--- src/verilog/ctl_pkg.sv ---
// Shared definitions for the microcoded control unit
// Control word layout, sequencing opcodes, output bundles
// Micro-address constants and ROM geometry

package ctl_pkg;

    localparam int CTL_WIDTH = 31;                  // One microcode word
    localparam int ROM_DEPTH = 512;                 // Decode half plus sequencer half
    localparam int UPC_WIDTH = 9;                   // Micro-address bits
    localparam int FIN_WIDTH = 5;                   // Finisher slot bits

    localparam logic [UPC_WIDTH-1:0] UPC_RESET = 9'h160; // Reset sequence entry
    localparam logic [UPC_WIDTH-1:0] UPC_IRQ   = 9'h168; // Interrupt sequence entry
    localparam logic [1:0] UPC_FINISH_BASE     = 2'b10;  // Finishers at 140/1C0

    // What the sequencer does after this word
    typedef enum logic [1:0] {
        SEQ_DECODE    = 2'd0,                       // Fetch next opcode
        SEQ_NEXT      = 2'd1,                       // Follow next field
        SEQ_FINISH    = 2'd2,                       // Jump to saved finisher
        SEQ_NEXT_SAVE = 2'd3                        // Follow next, latch finisher
    } seq_op_e;

    // ALU control as stored in the ROM word
    typedef struct packed {
        logic [1:0] shift;
        logic [2:0] adder;
        logic [1:0] ci;                             // Carry-in select
    } alu_ctl_t;

    // ALU control in ALU port order
    typedef struct packed {
        logic [1:0] ci;
        logic [1:0] shift;
        logic [2:0] adder;
    } alu_op_t;

    typedef struct packed {
        logic [1:0] do_op;                          // Data-out select
        logic       we_next;                        // Write enable for next cycle
        logic [3:0] ab_mode;                        // Compressed address mode
        seq_op_e    seq;
        logic [6:0] reg_op;                         // Register file addressing
        alu_ctl_t   alu;                            // Also finisher slot when seq[1]
        logic [7:0] flag_sel;                       // Low 7 bits double as next address
    } ctl_word_t;

    // Address-logic control
    typedef struct packed {
        logic       iph;                            // Load PC high
        logic [5:0] abh;
        logic [1:0] abl_sel;
        logic [2:0] abl_ci;
    } ab_op_t;

    // Flag-update control
    typedef struct packed {
        logic [1:0] do_op;
        logic [7:0] flag_sel;
    } flags_t;

endpackage

--- src/verilog/ctl_sequencer.sv ---
// Micro-program counter selection for the control unit
// Finisher slot register, registered write enable
// Splits the control word into the core's control outputs

module ctl_sequencer
    import ctl_pkg::*;
(
    input  logic                 clk,
    input  logic                 reset,
    input  logic                 take_irq,
    input  logic                 d,                 // Decimal flag, picks ROM bank
    input  logic [7:0]           db,                // Opcode on the data bus
    input  ctl_word_t            ctrl,
    output logic [UPC_WIDTH-1:0] upc,
    output logic                 sync,
    output logic                 we,
    output logic                 b,
    output flags_t               flags,
    output alu_op_t              alu_op,
    output logic [6:0]           reg_op,
    output logic [1:0]           do_op
);

    logic [FIN_WIDTH-1:0] finish;                   // Saved finisher slot
    logic [FIN_WIDTH-1:0] fin_slot;                 // Slot carried in the ALU field
    logic                 fin_load;

    // When seq[1] is set the ALU is idle, its top bits name the finisher
    assign fin_slot = {ctrl.alu.shift, ctrl.alu.adder};
    assign fin_load = ctrl.seq[1];                  // SEQ_FINISH or SEQ_NEXT_SAVE

    always_comb begin
        if (reset) begin
            upc = UPC_RESET;
        end else begin
            case (ctrl.seq)
                SEQ_DECODE: begin
                    if (take_irq) begin
                        upc = UPC_IRQ;              // Interrupt sequence
                    end else begin
                        upc = {1'b0, db};           // Opcode indexes lower half
                    end
                end
                SEQ_NEXT, SEQ_NEXT_SAVE: begin
                    upc = {1'b1, d, ctrl.flag_sel[6:0]}; // Next word in current bank
                end
                default: begin
                    upc = {1'b1, d, UPC_FINISH_BASE, finish}; // Finisher area
                end
            endcase
        end
    end

    always_ff @(posedge clk) begin
        if (reset) begin
            we     <= 1'b0;
            finish <= '0;
        end else begin
            we <= ctrl.we_next;                     // Write strobe is one cycle late
            if (fin_load) begin
                finish <= fin_slot;
            end
        end
    end

    assign sync   = (ctrl.seq == SEQ_DECODE);       // Instruction boundary
    assign b      = ctrl.alu.ci[0];                 // Carry select unused during BRK push
    assign reg_op = ctrl.reg_op;
    assign do_op  = ctrl.do_op;

    assign alu_op = '{ci: ctrl.alu.ci, shift: ctrl.alu.shift, adder: ctrl.alu.adder};
    assign flags  = '{do_op: ctrl.do_op, flag_sel: ctrl.flag_sel};

endmodule

--- config.mk ---
export PLATFORM = sky130hd
export DESIGN_NAME = ctl_sequencer
export DESIGN_NICKNAME = d
export VERILOG_FILES = /design/src/verilog/ctl_pkg.sv /design/src/verilog/ctl_sequencer.sv
export SDC_FILE = /design/constraint.sdc
export NUM_CORES = 1
export LEC_CHECK = 0
export ABC_CLOCK_PERIOD_IN_PS = 1550
export BUFFER_PORTS_ARGS = -buffer_cell sky130_fd_sc_hd__buf_2
export CORE_ASPECT_RATIO = 0.8
export CORE_MARGIN = 4
export CORE_UTILIZATION = 29
export CTS_CLUSTER_SIZE = 40
export DETAILED_ROUTE_END_ITERATION = 6
export MAX_ROUTING_LAYER = met4
export PLACE_DENSITY_LB_ADDON = 0.08
export SKIP_LAST_GASP = 1
export SYNTH_ARGS = -nofsm -noshare
export SYNTH_HDL_FRONTEND = slang
export SYNTH_SLANG_ARGS = --single-unit
--- constraint.sdc ---
create_clock -name clk -period 1.55 [get_ports clk]
set_clock_uncertainty 0.15 [all_clocks]
set_input_delay 0.31 -clock clk [delete_from_list [all_inputs] [get_ports clk]]
set_output_delay 0.31 -clock clk [all_outputs]
set_load 0.02 [all_outputs]
**Yosys cells after proc, flatten, opt, wreduce, memory -nomap -nowiden**

Cells that the tools add are included.

- Bits in registers: 6
- Memory bits (writable): 0
- Memories kept: 0
- Input bits: 43
- Bits in latches: 0
- Output and inout port bits: 38
- Bits in read-only memories: 0

- Shifts and indexed selects: 0
- Reduce and logical (&&, ||, !) cells: 2
- $mul: 0
- Add/subtract/negate cells: 0
- Muxes and demuxes: 3
- Bitwise gates (word level): 0
- Divide/modulo/power cells: 0
- Magnitude comparators: 0
- Eq/ne operators: 2

Operator list:

| kind | count |
|---|---|
| 9-bit two-way mux | 2 |
| 9-bit one-hot mux with 2 select lines | 1 |
| 2-bit by 1-bit == test with 1-bit output (second input constant) | 1 |
| 2-bit == test (second input constant) | 1 |
| 2-bit zero test | 1 |
| 2-bit OR reduction | 1 |

**Depth between registers and ports, before layout**

- Word-level depth: 4
- Depth in mapped cells: 4

**Worst setup path after synthesis**

Ideal clock, no wire load.

- Path type: input -> output
- Start: input port ctrl[23] in the netlist's numbering
- End: output port upc[3]
- Stages on the path: 3
- Required time: 1.090 ns
- Buffers on the path: 1
- Slack: -0.282 ns
- Arrival: 1.372 ns
- Cells stage by stage: buf_2 -> nor3_1 -> o41ai_1

- Cells in the longest elaborated chain, start to end: 4
- Elaborated cells between the ends (all ways): 6
- Classes of those cells: eq/ne: 2; mux: 2; reduce/logical: 2

RTL lines:

| what | line | text |
|---|---|---|
| start: declaration | ctl_sequencer.sv:13 | `input ctl_word_t ctrl,` |
| 2-bit by 1-bit == test with 1-bit output or 2-bit == test (tied branches) | ctl_sequencer.sv:36 | `case (ctrl.seq)` |
| 2-bit OR reduction | ctl_sequencer.sv:36 |  |
| 9-bit one-hot mux with 2 select lines * | ctl_sequencer.sv:36 |  |
| 9-bit two-way mux * | ctl_sequencer.sv:33 | `if (reset) begin` |
| end: declaration | ctl_sequencer.sv:14 | `output logic [UPC_WIDTH-1:0] upc,` |

Every way passes the cells marked *; elsewhere a longest branch is shown, timed or not.

**Worst setup path in the final report**

- Start: input port take_irq
- End: output port upc[6]

- Cells in the longest elaborated chain, start to end: 3

RTL lines:

| what | line | text |
|---|---|---|
| start: declaration | ctl_sequencer.sv:10 | `input logic take_irq,` |
| 9-bit two-way mux | ctl_sequencer.sv:38 | `if (take_irq) begin` |
| 9-bit one-hot mux with 2 select lines | ctl_sequencer.sv:36 |  |
| 9-bit two-way mux | ctl_sequencer.sv:33 |  |

No other way between the ends.

==> flow_metrics.tcl <==
set metrics [dict create \
    wl_per_cell_um 12.82 \
    grt_pass1_vias 577 \
    grt_overflow 0 \
    port_buffers 49 \
    power_density_nw_per_um2 558.3 \
    crit_required_ns 1.09 \
    yosysUniqueCellTypes 19 \
    syn_inst 79 \
    max_freq_mhz 545.5 \
    h-tree-depth 1 \
    fin_crit_sh 1.183 \
    yosys_register_bits 6 \
    max-vdd-ir-drop_uv 357.5 \
    drt.antenna.violating_nets 0 \
    netlist_area_um2 648.1 \
    die_h_um 50.29 \
    setup_ws_ns -0.2832 \
    drc 0 \
    synth_edf_count 0 \
    worstSetupEndpointType "output port" \
    gp_congestion 0.6932 \
    grt_max_degree 11 \
    ys_seq_area_frac 0.1853 \
    power_mw 0.5504 \
    yosys_warnings 0 \
    grt.total_usage 0.1167 \
    crit_type "input pin to output port" \
    cts_buffers 3 \
    max_slew.worst_pin.slew_ns 0.2282 \
    start_util 0.3029 \
    worstSetupStartpointType "input pin" \
    cts_tree "yes" \
    tns_ns -1.762 \
    max_slew_margin 0.8462 \
    area_growth_pct 52.12 \
    dp_hpwl_um 1362 \
    hold_class "input pin to register" \
    first_pass_iters 2 \
    dieArea_um2 3060 \
    synth_flop_cell "dfxtp_1" \
    ioPinCount 81 \
    violations "setup timing" \
    clk_latency_ns 0.23 \
    maxCapViolCount 0 \
    drv_slew 0 \
    clockBufferDepth 2 \
    grt_pass1_wl_um 2670 \
    vias_per_cell 4.437 \
    cts_root_buffer "clkbuf_4" \
    whs_ns 0.1365 \
    final_cells 135 \
    clk_pin_slew_ns 0.04 \
    design_area_um2 985.9 \
    async_flop_share 0 \
    place_area_um2 818.3 \
    setup_viol 8 \
    vias 599 \
    diodes 0 \
    die-width_um 60.86 \
    syn-num-nets 122 \
    rsz0062_at_grt "yes" \
    nNetsFinal 155 \
    rows 15 \
    final.min_clock_period_ns 1.833 \
    arrival_ns 1.37 \
    core-area_um2 2140 \
    crit_fanout 6 \
    drive_gt1_frac 0.6636 \
    syn_avg_cell_area_um2 8.204 \
    antenna_found_initial 0 \
    status "complete, but fails checks" \
    finalHoldViolations 0 \
    drt_wl_total_um 1731 \
    cts.sinks 6 \
    cellLeakagePower_nw 0.4973 \
    drt_iter0_markers 7 \
    dp.cells 129 \
]
-- metal layers --
metal / up-vias / wire (µm) / GRT usage
met2: 32 / 800 / 0.1797
met1: 257 / 736 / 0.1448
met5: - / 0 / -
li1: 306 / - / -
met3: 4 / 186 / 0.02314
met4: 0 / 8 / 0.05415
-- registers in the layout (all words and copies together) (netlist names) --
name / flops
finish: 5
we: 1
-- report_power, final --
group          leakage [nW]  internal, mW  switching, mW
Clock                0.0138        0.0872         0.0503
Sequential           0.0496         0.164        0.00386
Combinational         0.434         0.128          0.117
Total                 0.497         0.379          0.171
-- cells by family (layout without fill, tap and decap cells) --
logic type,after synthesis,in the layout,share of synthesized area
and+or+nand+nor,21,21,0.2220
buffers and inverters,37,68,0.3745
DFF,6,6,0.1853
AOI/OAI and AO/OA,10,10,0.1409
muxes,5,5,0.07722
-- stage by stage --
step	worst slack (ns)	utilization
floorplan	-0.1602	-
global route	-0.3103	0.4608
finish	-0.2832	0.4608
CTS	-0.2922	0.4485
global placement	-0.3345	0.3825
detailed placement	-0.3675	0.3825
-- cell type report --
cell class	instances	area (µm²)
timing repair buffer	60	439.2
inverter	5	18.77
tap	25	31.28
sequential	6	120.1
clock buffer	3	22.52
multi-input combinational	36	354.1
fill	229	1154
-- path summary, 6_finish.rpt --
path | start | to | slack [ns] | depth (start not counted)
min reg2reg | finish[4]$_SDFFE_PP0P_ | finish[4]$_SDFFE_PP0P_ | 0.34 | 2
max reg2reg | finish[1]$_SDFFE_PP0P_ | finish[1]$_SDFFE_PP0P_ | 0.80 | 2
max | take_irq | upc[6] | -0.28 | 4
min | ctrl[28] | we$_SDFF_PP0_ | 0.14 | 2
-- worst max-delay path, stage by stage --
cell and delay [ns]:
buf_6 0.10, or4_4 0.62, o32a_1 0.21, buf_6 0.13
-- timing repair --
action | in CTS | in global routing
buffers inserted | 1 | 1
gates resized for setup | 23 | 6
gates cloned | 1 | 0
pin swaps | 2 | 2
setup endpoints to repair | 8 | 8
hold buffers | 0 | 0
-- cell usage in the layout (no fill, tap or decap) --
master     count
o41ai_2        1
inv_1          5
or4_4          1
or4bb_1        2
o31ai_1        1
nor2_1         7
nor2b_1        2
buf_2         37
nor3_1         1
buf_4          8
dfxtp_1        6
a21oi_1        1
buf_6         13
bufbuf_16      1
clkbuf_4       3
or4bb_4        2
mux2i_1        5
o211ai_4       4
nand3b_1       5
o21ai_0        1
or4b_4         1
buf_8          1
o32a_1         1
a21oi_4        1
-- synthesized netlist by cell type, drive strengths merged (2+ instances only) --
cell    number  area [µm²]
mux2i        5       50.05
or4bb        4       45.04
dfxtp        6       120.1
inv          5       18.77
nand3b       5       37.54
nor2         7       26.28
a21oi        2       10.01
buf         29       212.7
clkbuf       3       11.26
o211ai       4       50.05
nor2b        2       12.51
(Power assumes the default switching activity.)
