## config.mk

```make
export PLATFORM = sky130hd
export DESIGN_NAME = ab_op_decoder
export DESIGN_NICKNAME = d
export VERILOG_FILES = /design/src/verilog/ctl_pkg.sv /design/src/verilog/ab_op_decoder.sv
export SDC_FILE = /design/constraint.sdc
export NUM_CORES = 1
export LEC_CHECK = 0
export BUFFER_PORTS_ARGS = -buffer_cell sky130_fd_sc_hd__buf_2
export CAP_MARGIN = 15
export CORE_AREA = 2 2 39 41
export DETAILED_ROUTE_END_ITERATION = 8
export DIE_AREA = 0 0 41 43
export PLACE_DENSITY_LB_ADDON = 0.2
export SETUP_SLACK_MARGIN = 0.15
export SLEW_MARGIN = 20
export SYNTH_ARGS = -nofsm -noshare
export SYNTH_HDL_FRONTEND = slang
export SYNTH_SLANG_ARGS = --single-unit
```

## constraint.sdc

```tcl
create_clock -name vclk -period 1.1
set_clock_uncertainty 0.05 [all_clocks]
set_input_delay 0 -clock vclk [all_inputs]
set_output_delay 0 -clock vclk [all_outputs]
set_load 0.03 [all_outputs]
```

## src/verilog/ctl_pkg.sv

```systemverilog
// Shared definitions for the microcoded control unit
// Control word layout, sequencing opcodes, output bundles
// Micro-address constants and ROM geometry

package ctl_pkg;

    localparam int CTL_WIDTH = 31;                  // One microcode word
    localparam int ROM_DEPTH = 512;                 // Decode half plus sequencer half
    localparam int UPC_WIDTH = 9;                   // Micro-address bits
    localparam int FIN_WIDTH = 5;                   // Finisher slot bits

    localparam logic [UPC_WIDTH-1:0] UPC_RESET = 9'h160; // Reset sequence entry
    localparam logic [UPC_WIDTH-1:0] UPC_IRQ   = 9'h168; // Interrupt sequence entry
    localparam logic [1:0] UPC_FINISH_BASE     = 2'b10;  // Finishers at 140/1C0

    // What the sequencer does after this word
    typedef enum logic [1:0] {
        SEQ_DECODE    = 2'd0,                       // Fetch next opcode
        SEQ_NEXT      = 2'd1,                       // Follow next field
        SEQ_FINISH    = 2'd2,                       // Jump to saved finisher
        SEQ_NEXT_SAVE = 2'd3                        // Follow next, latch finisher
    } seq_op_e;

    // ALU control as stored in the ROM word
    typedef struct packed {
        logic [1:0] shift;
        logic [2:0] adder;
        logic [1:0] ci;                             // Carry-in select
    } alu_ctl_t;

    // ALU control in ALU port order
    typedef struct packed {
        logic [1:0] ci;
        logic [1:0] shift;
        logic [2:0] adder;
    } alu_op_t;

    typedef struct packed {
        logic [1:0] do_op;                          // Data-out select
        logic       we_next;                        // Write enable for next cycle
        logic [3:0] ab_mode;                        // Compressed address mode
        seq_op_e    seq;
        logic [6:0] reg_op;                         // Register file addressing
        alu_ctl_t   alu;                            // Also finisher slot when seq[1]
        logic [7:0] flag_sel;                       // Low 7 bits double as next address
    } ctl_word_t;

    // Address-logic control
    typedef struct packed {
        logic       iph;                            // Load PC high
        logic [5:0] abh;
        logic [1:0] abl_sel;
        logic [2:0] abl_ci;
    } ab_op_t;

    // Flag-update control
    typedef struct packed {
        logic [1:0] do_op;
        logic [7:0] flag_sel;
    } flags_t;

endpackage

```

## src/verilog/ab_op_decoder.sv

```systemverilog
// Address-mode expander for the address logic
// Four mode bits become iph, abh, abl_sel and abl_ci
// Relative branches use cond and the offset sign on the data bus

module ab_op_decoder
    import ctl_pkg::*;
(
    input  ctl_word_t ctrl,
    input  logic      cond,                         // Branch condition true
    input  logic      db7,                          // Sign of branch offset
    output ab_op_t    ab_op
);

    logic [6:0] hi;                                 // iph followed by abh
    logic [2:0] ci;                                 // abl_ci
    logic       used;                               // Mode exists in the table

    always_comb begin
        used = 1'b1;
        case (ctrl.ab_mode)
            4'd0:  {hi, ci} = {7'b0_011000, 3'b110}; // AB unchanged
            4'd1:  {hi, ci} = {7'b0_001010, 3'b100}; // Back to PC
            4'd2:  {hi, ci} = {7'b1_111011, 3'b010}; // DB high, ABL plus reg, save PC
            4'd3:  {hi, ci} = {7'b1_110000, 3'b010}; // Zero page, DB plus reg
            4'd4:  {hi, ci} = {7'b0_111000, 3'b111}; // AB plus one
            4'd5:  {hi, ci} = {7'b0_110110, 3'b001}; // Stack, SP plus one
            4'd6:  {hi, ci} = {7'b0_011011, 3'b010}; // DB high, ABL plus reg, PC kept
            4'd7: begin
                if (cond && db7) begin
                    {hi, ci} = {7'b0_111001, 3'b111}; // Taken backward, ABH minus one
                end else begin
                    {hi, ci} = {7'b0_111000, 3'b111}; // Forward or not taken
                end
            end
            4'd8:  {hi, ci} = {7'b0_011000, 3'b111}; // AB plus one, PC kept
            4'd9:  {hi, ci} = {7'b0_000110, 3'b000}; // Stack at SP, PC kept
            4'd10: {hi, ci} = {7'b1_110110, 3'b000}; // Stack at SP, PC plus one saved
            4'd11: {hi, ci} = {7'b0_100110, 3'b000}; // Stack at SP
            4'd12: {hi, ci} = {7'b0_001100, 3'b000}; // Page FF, reg low
            default: begin
                used     = 1'b0;                    // Not in the ROM
                {hi, ci} = '0;
            end
        endcase
    end

    always_comb begin
        if (used) begin
            ab_op = '{iph: hi[6], abh: hi[5:0], abl_sel: ctrl.ab_mode[1:0], abl_ci: ci};
        end else begin
            ab_op = '0;                             // Unused modes drive nothing
        end
    end

endmodule

```

---- Yosys cells after proc, flatten, opt, wreduce, memory -nomap -nowiden ----
Cells that the tools add are included.
cells by class
  eq/ne operators ......................... 12
  mux-type cells .......................... 5
  reduce and logical (&&, ||, !) cells .... 6
operators by type and width
  kind                number
  $pmux 7 s12         1
  $eq 4x4->1 const B  5
  $eq 4x3->1 const B  4
  $pmux 3 s5          1
  $reduce_or 13->1    1
  $mux 12             1
  $eq 4x2->1 const B  2
  $reduce_or 3->1     2
  $eq 4x1->1 const B  1
  $logic_not 4->1     1
  $mux 1              2
  $reduce_or 2->1     1
  $logic_and 1x1->1   1
word-level totals
  register bits ........................... 0
  input bits .............................. 33
  word-level logic and storage cells ...... 23

---- Logic depth before layout (Yosys ltp) ----
Gate-level depths: netlist (run 1).
  word-level depth ........................ 4
  depth in mapped cells ................... 4

---- Worst setup path before layout (run 1) ----
Ideal clock, no wire load.
  path type ............................... input to output
  from .................................... input ctrl[27] in the netlist's numbering
  to ...................................... output ab_op[11] in the netlist's numbering
  data arrival time ....................... 0.910 ns
  data required time ...................... 1.050 ns
  slack ................................... 0.140 ns
  cell stages on the path ................. 2
  buffers on the path ..................... 1
  path through ............................ buf_6 a211oi_1
RTL lines
  what         line                 text
  from (decl)  ab_op_decoder.sv:8   input ctl_word_t ctrl,
  to (decl)    ab_op_decoder.sv:11  output ab_op_t ab_op

==> out/results.ini, run 1 <==
[worst_hold_path]
hold_class=in2out
hold_end=ab_op[5]
hold_start=db7
min_path_cells=4

[cells_and_area]
area_growth_pct=44.9
final_cell_count_no_fill=67
n_sequential_cell=0
regArea_sq_um=0
nets=86
multi_input_comb_area_sq_um=201
n_clock_buffer=0
final_common_cell=buf_2
n_antenna_cell=0
layout-drive-gt1-share=0.549
mostFrequentLayoutCells=14 x buf_2, 5 x buf_4, 4 x nor2b_1
n_fill_cell=168

[placement]
place_inst=67
place.detailed.hpwl_um=517
dp_worst_setup_slack_ns=0.195
gp_congestion=0.612
port_buffers=18

[logic_synthesis]
syn_inst=34
ys_seq_area_frac=0
synth_fp_nets=67
yosys_warnings=0
synth_cell_types=20
synth_area_sq_um=245
avgSynthCellArea_sq_um=7.21

[global_route]
grt_max_degree=11
antenna_found_initial=0
grt_pass1_vias=212
grt_pass1_wl_um=910
track_usage=0.0679
grt_overflow=0

[power_and_ir_drop]
vdd_drop_max_mv=0.129
switching_share=0.639
p_int_mw=0.0767
combPwrFrac=1.000
p_clk_frac=0
seqPwrFrac=0
switching_power_mw=0.136
power.density_mw_per_mm2=599
p_leak_nw=0.165

[timing]
finalHoldViolations=0
tns_ns=0
relSlewSlack=0.865
min_period_over_period=0.789
rsz0062_at_grt=no
drv_slew=0
period_needed_ns=0.868
max_freq_mhz=1150
timing.final.setup_violations=0
timing.final.ws_setup_ns=0.232
worstMarginPinSlew_ns=0.202

[clocking]
post_cts_buffers=0
cts_hold_buf=0

[critical_path]
path_max_fanout=8
arrival_ns=0.82
critical_path_class=in2out
worst_setup_path_end_kind=output port
critPathBufInv=2
cp-start-kind=primary input
crit_path_cell_trace=buf_2 -> maj3_1 -> o22ai_1 -> buf_4
required_ns=1.05
critPathTopFamily=adder cells
slowest_stage=maj3_1
cpPeakStageDelay_ns=0.35

[detailed_routing]
drc=0
firstDrtPassIters=2
drt-initial-drc-count=2
viasPerCell=4.43
antenna_left=0
wire_per_inst_um=10.0
wl_um=673
vias=297

[floorplanning]
die_h_um=43
ios=45
die_x_um=41
dieArea_sq_mm=0.00176
std_cell_rows=14
start_util=0.177
design.core.area_sq_mm=0.00138

[job]
cap_violations=0

[run_status]
status=finished clean

logic make-up (layout without fill, tap and decap cells):
family | count (synthesis) | in the layout | share of synthesized area
buf+inv | 6 | 23 | 0.199
fa+ha+maj | 1 | 1 | 0.0408
xor+xnor | 1 | 1 | 0.0357
simple gates | 12 | 12 | 0.270
compound gates | 14 | 14 | 0.454
power groups by stage:
stage	Clock [mW]	Sequential (mW)	Combinational, mW
after floorplan	0	0	0.155
after global placement	0	0	0.206
after detailed placement	0	0	0.207
after CTS	0	0	0.207
after global routing	0	0	0.230
final	0	0	0.213
repair_timing:
item                                   in CTS  in global routing
setup endpoints to repair                   0                  4
gates resized for setup                     0                  8
endpoints found under the hold margin       0                  0
per-layer routing:
layer  up-vias  share of wire  GRT usage
met3         0          0.079          0
met1       127           0.48      0.114
met4         0              0          0
li1        158              -          -
met2        12           0.44      0.100
met5         -              0          0
worst max path at each step:
stage | cells past startpoint | startpoint | end | slack, ns
6_report | 4 | ctrl[26] | ab_op[2] | 0.23
4_1_cts | 5 | ctrl[26] | ab_op[7] | 0.19
3_3_place_gp | 5 | ctrl[27] | ab_op[6] | 0.19
5_1_grt | 6 | ctrl[26] | ab_op[0] | 0.15
3_5_place_dp | 5 | ctrl[26] | ab_op[7] | 0.19
2_1_floorplan | 2 | ctrl[26] | ab_op[2] | 0.20
synthesized netlist by cell type:
cell type  n  area share
o32ai_2    1       0.066
buf_4      1       0.031
buf_6      3        0.14
nand2_1    2       0.031
o22ai_1    2       0.051
maj3_1     1       0.041
a21boi_1   1       0.031
inv_2      2       0.031
a211oi_2   1       0.051
a21oi_1    3       0.061
a21o_1     1       0.031
nand2b_1   2       0.051
nand3_2    1       0.041
nor2b_1    4        0.10
o21ai_1    2       0.041
a221oi_2   1       0.061
xnor2_1    1       0.036
o21a_1     1       0.031
a211oi_1   1       0.031
nor2_1     3       0.046
tightest hold or removal path: cells and delay by family:
kind	cells	cell delay [ns]
AO/OA/AOI/OAI	1	0.06
buffers and inverters	2	0.27
AND/OR/NAND/NOR	1	0.06
metrics by stage:
step | utilization | instance area [sq um] | total power, mW | hold WS, ns
after floorplan | - | 250 | 0.155 | 0.138
after global placement | 0.247 | 342 | 0.206 | 0.340
after detailed placement | 0.247 | 342 | 0.207 | 0.348
after CTS | 0.247 | 342 | 0.207 | 0.348
after global routing | 0.257 | 355 | 0.230 | 0.358
final | 0.257 | 355 | 0.213 | 0.346
area by class of cell:
cell class                      instances  share of cell area
Tap cell                               16              0.0563
Timing Repair Buffer                   21               0.356
Multi-Input combinational cell         28               0.567
Inverter                                2              0.0211
Note: power is estimated with default switching activity, not from simulation.
==> inputs of run 2 (changes only) <==
- ABC_AREA: unset -> 1
- clock period: 1.1 -> 0.8 ns (I/O delays scaled with it)
==> run 2 against run 1 <==
Compared with the run above:
- sequential cell count is the same
- wire length grew 13%
- sequential share of layout area unchanged
- via count grew 23%
- setup slack worse by 0.077 ns
- synthesized cell count grew 35%
- die area unchanged
- cell area is 56% higher
- largest cell class is now buffers
- combinational power up 97%
- first-iteration DRC count increased by 100%
- clock-buffer cell count stayed put
- final cell count up 27%
- largest power group unchanged
==> out/results.ini, run 2 <==
[timing]
max_freq_mhz=1550
drv_slew=0
worstMarginPinSlew_ns=0.137
relSlewSlack=0.908
min_period_over_period=0.807
timing.final.setup_violations=0
timing.final.ws_setup_ns=0.154
holdWs_ns=0.301
finalHoldViolations=0
period_needed_ns=0.646
rsz0062_at_grt=yes

[critical_path]
path_max_fanout=7
critPathBufInv=2
crit_path_cell_trace=buf_8 -> nor2_4 -> nor2_4 -> nor2_4 -> nor2_4 -> buf_6
cp-start-kind=primary input
cp_common_cell=nor2_4
cpPeakStageDelay_ns=0.13
arrival_ns=0.60
worst_setup_path_end_kind=output port
cp.depth=6
required_ns=0.75
slowest_stage=nor2_4
critical_path_class=in2out
critPathTopFamily=simple AND/OR/NAND/NOR gates

[placement]
place.detailed.hpwl_um=595
port_buffers=18
dp_worst_setup_slack_ns=-0.00241
gp_congestion=0.703

[floorplanning]
die_h_um=43
design.core.area_sq_mm=0.00138
std_cell_rows=14
start_util=0.147
ios=45
dieArea_sq_mm=0.00176
die_x_um=41

[logic_synthesis]
synth_fp_nets=79
synth_top_area_share=0.331
syn_inst=46
synth.area.top_cells=nand2_1 33%, nor2_1 13%, inv_2 9.2%
yosys_warnings=0
yosysMostFrequentCell=nand2_1
ys_seq_area_frac=0
ys_top_cells_by_count=18 x nand2_1, 7 x nor2_1, 5 x inv_2
synth_cell_types=14
synth_area_sq_um=204
avgSynthCellArea_sq_um=4.43
yosysTopAreaCell=nand2_1

[detailed_routing]
drc=0
firstDrtPassIters=4
wire_per_inst_um=8.98
wl_um=763
viasPerCell=4.28
vias=364
antenna_left=0
drt-initial-drc-count=4

[cells_and_area]
layout-drive-gt1-share=0.696
final_common_cell=buf_6
n_clock_buffer=0
n_antenna_cell=0
mostFrequentLayoutCells=14 x buf_6, 13 x nand2_1, 7 x nor2_4
area_growth_pct=171
n_sequential_cell=0
regArea_sq_um=0
nets=104

[global_route]
antenna_found_initial=0
grt_overflow=0
grt_pass1_vias=318
track_usage=0.0909
grt_max_degree=8
grt_pass1_wl_um=1190

[power_and_ir_drop]
power.density_mw_per_mm2=759
p_leak_nw=0.284
vdd_drop_max_mv=0.214

[clocking]
cts_hold_buf=0

[worst_hold_path]
hold_class=in2out
min_path_cells=3

[job]
cap_violations=0

[run_status]
status=finished clean

==> run 2: repair_timing <==
| item | 4_1_cts | 5_1_grt |
|---|---|---|
| setup endpoints to repair | 12 | 12 |
| setup buffers | 1 | 0 |
| pin swaps | 4 | 6 |
| gates resized for setup | 41 | 20 |
==> run 2: power breakdown <==
part,switching [mW],internal (mW),leakage [nW]
clock network,0,0,0
logic,0.237,0.183,0.284
registers,0,0,0
total,0.237,0.183,0.284
==> run 2: final timing paths <==
check,slack [ns],startpoint,end
max,0.15,ctrl[25],ab_op[7]
min,0.30,ctrl[26],ab_op[9]
==> run 2: per-stage QoR <==
stage,setup TNS (ns),cell area (sq um),utilization,power (mW),instances
5_1_grt,0,553,0.400,0.450,85
4_1_cts,0,490,0.354,0.381,85
6_report,0,553,0.400,0.420,85
2_1_floorplan,0,223,-,0.196,46
3_5_place_dp,-0.00241,359,0.259,0.292,84
3_3_place_gp,0,359,0.259,0.291,84
==> run 2: area by class of cell <==
cell class,instances,area (sq um)
Fill cell,157,831
Timing Repair Buffer,24,245
Tap cell,16,20.0
Multi-Input combinational cell,37,240
Inverter,8,47.5
==> run 2: cells by family (layout without fill, tap and decap cells) <==
logic type | after synthesis | count (layout) | share of synthesized area
AND/OR/NAND/NOR | 31 | 31 | 0.626
buffers and inverters | 9 | 32 | 0.202
AO/OA/AOI/OAI | 6 | 6 | 0.172
==> run 2: routing by layer <==
layer / part of all wire / routed length [um] / vias up / global-route usage
li1: - / - / 192 / -
met1: 0.35 / 270 / 165 / 0.117
met2: 0.62 / 471 / 7 / 0.169
met3: 0.028 / 21 / 0 / 0
met4: 0 / 0 / 0 / 0
met5: 0 / 0 / - / 0
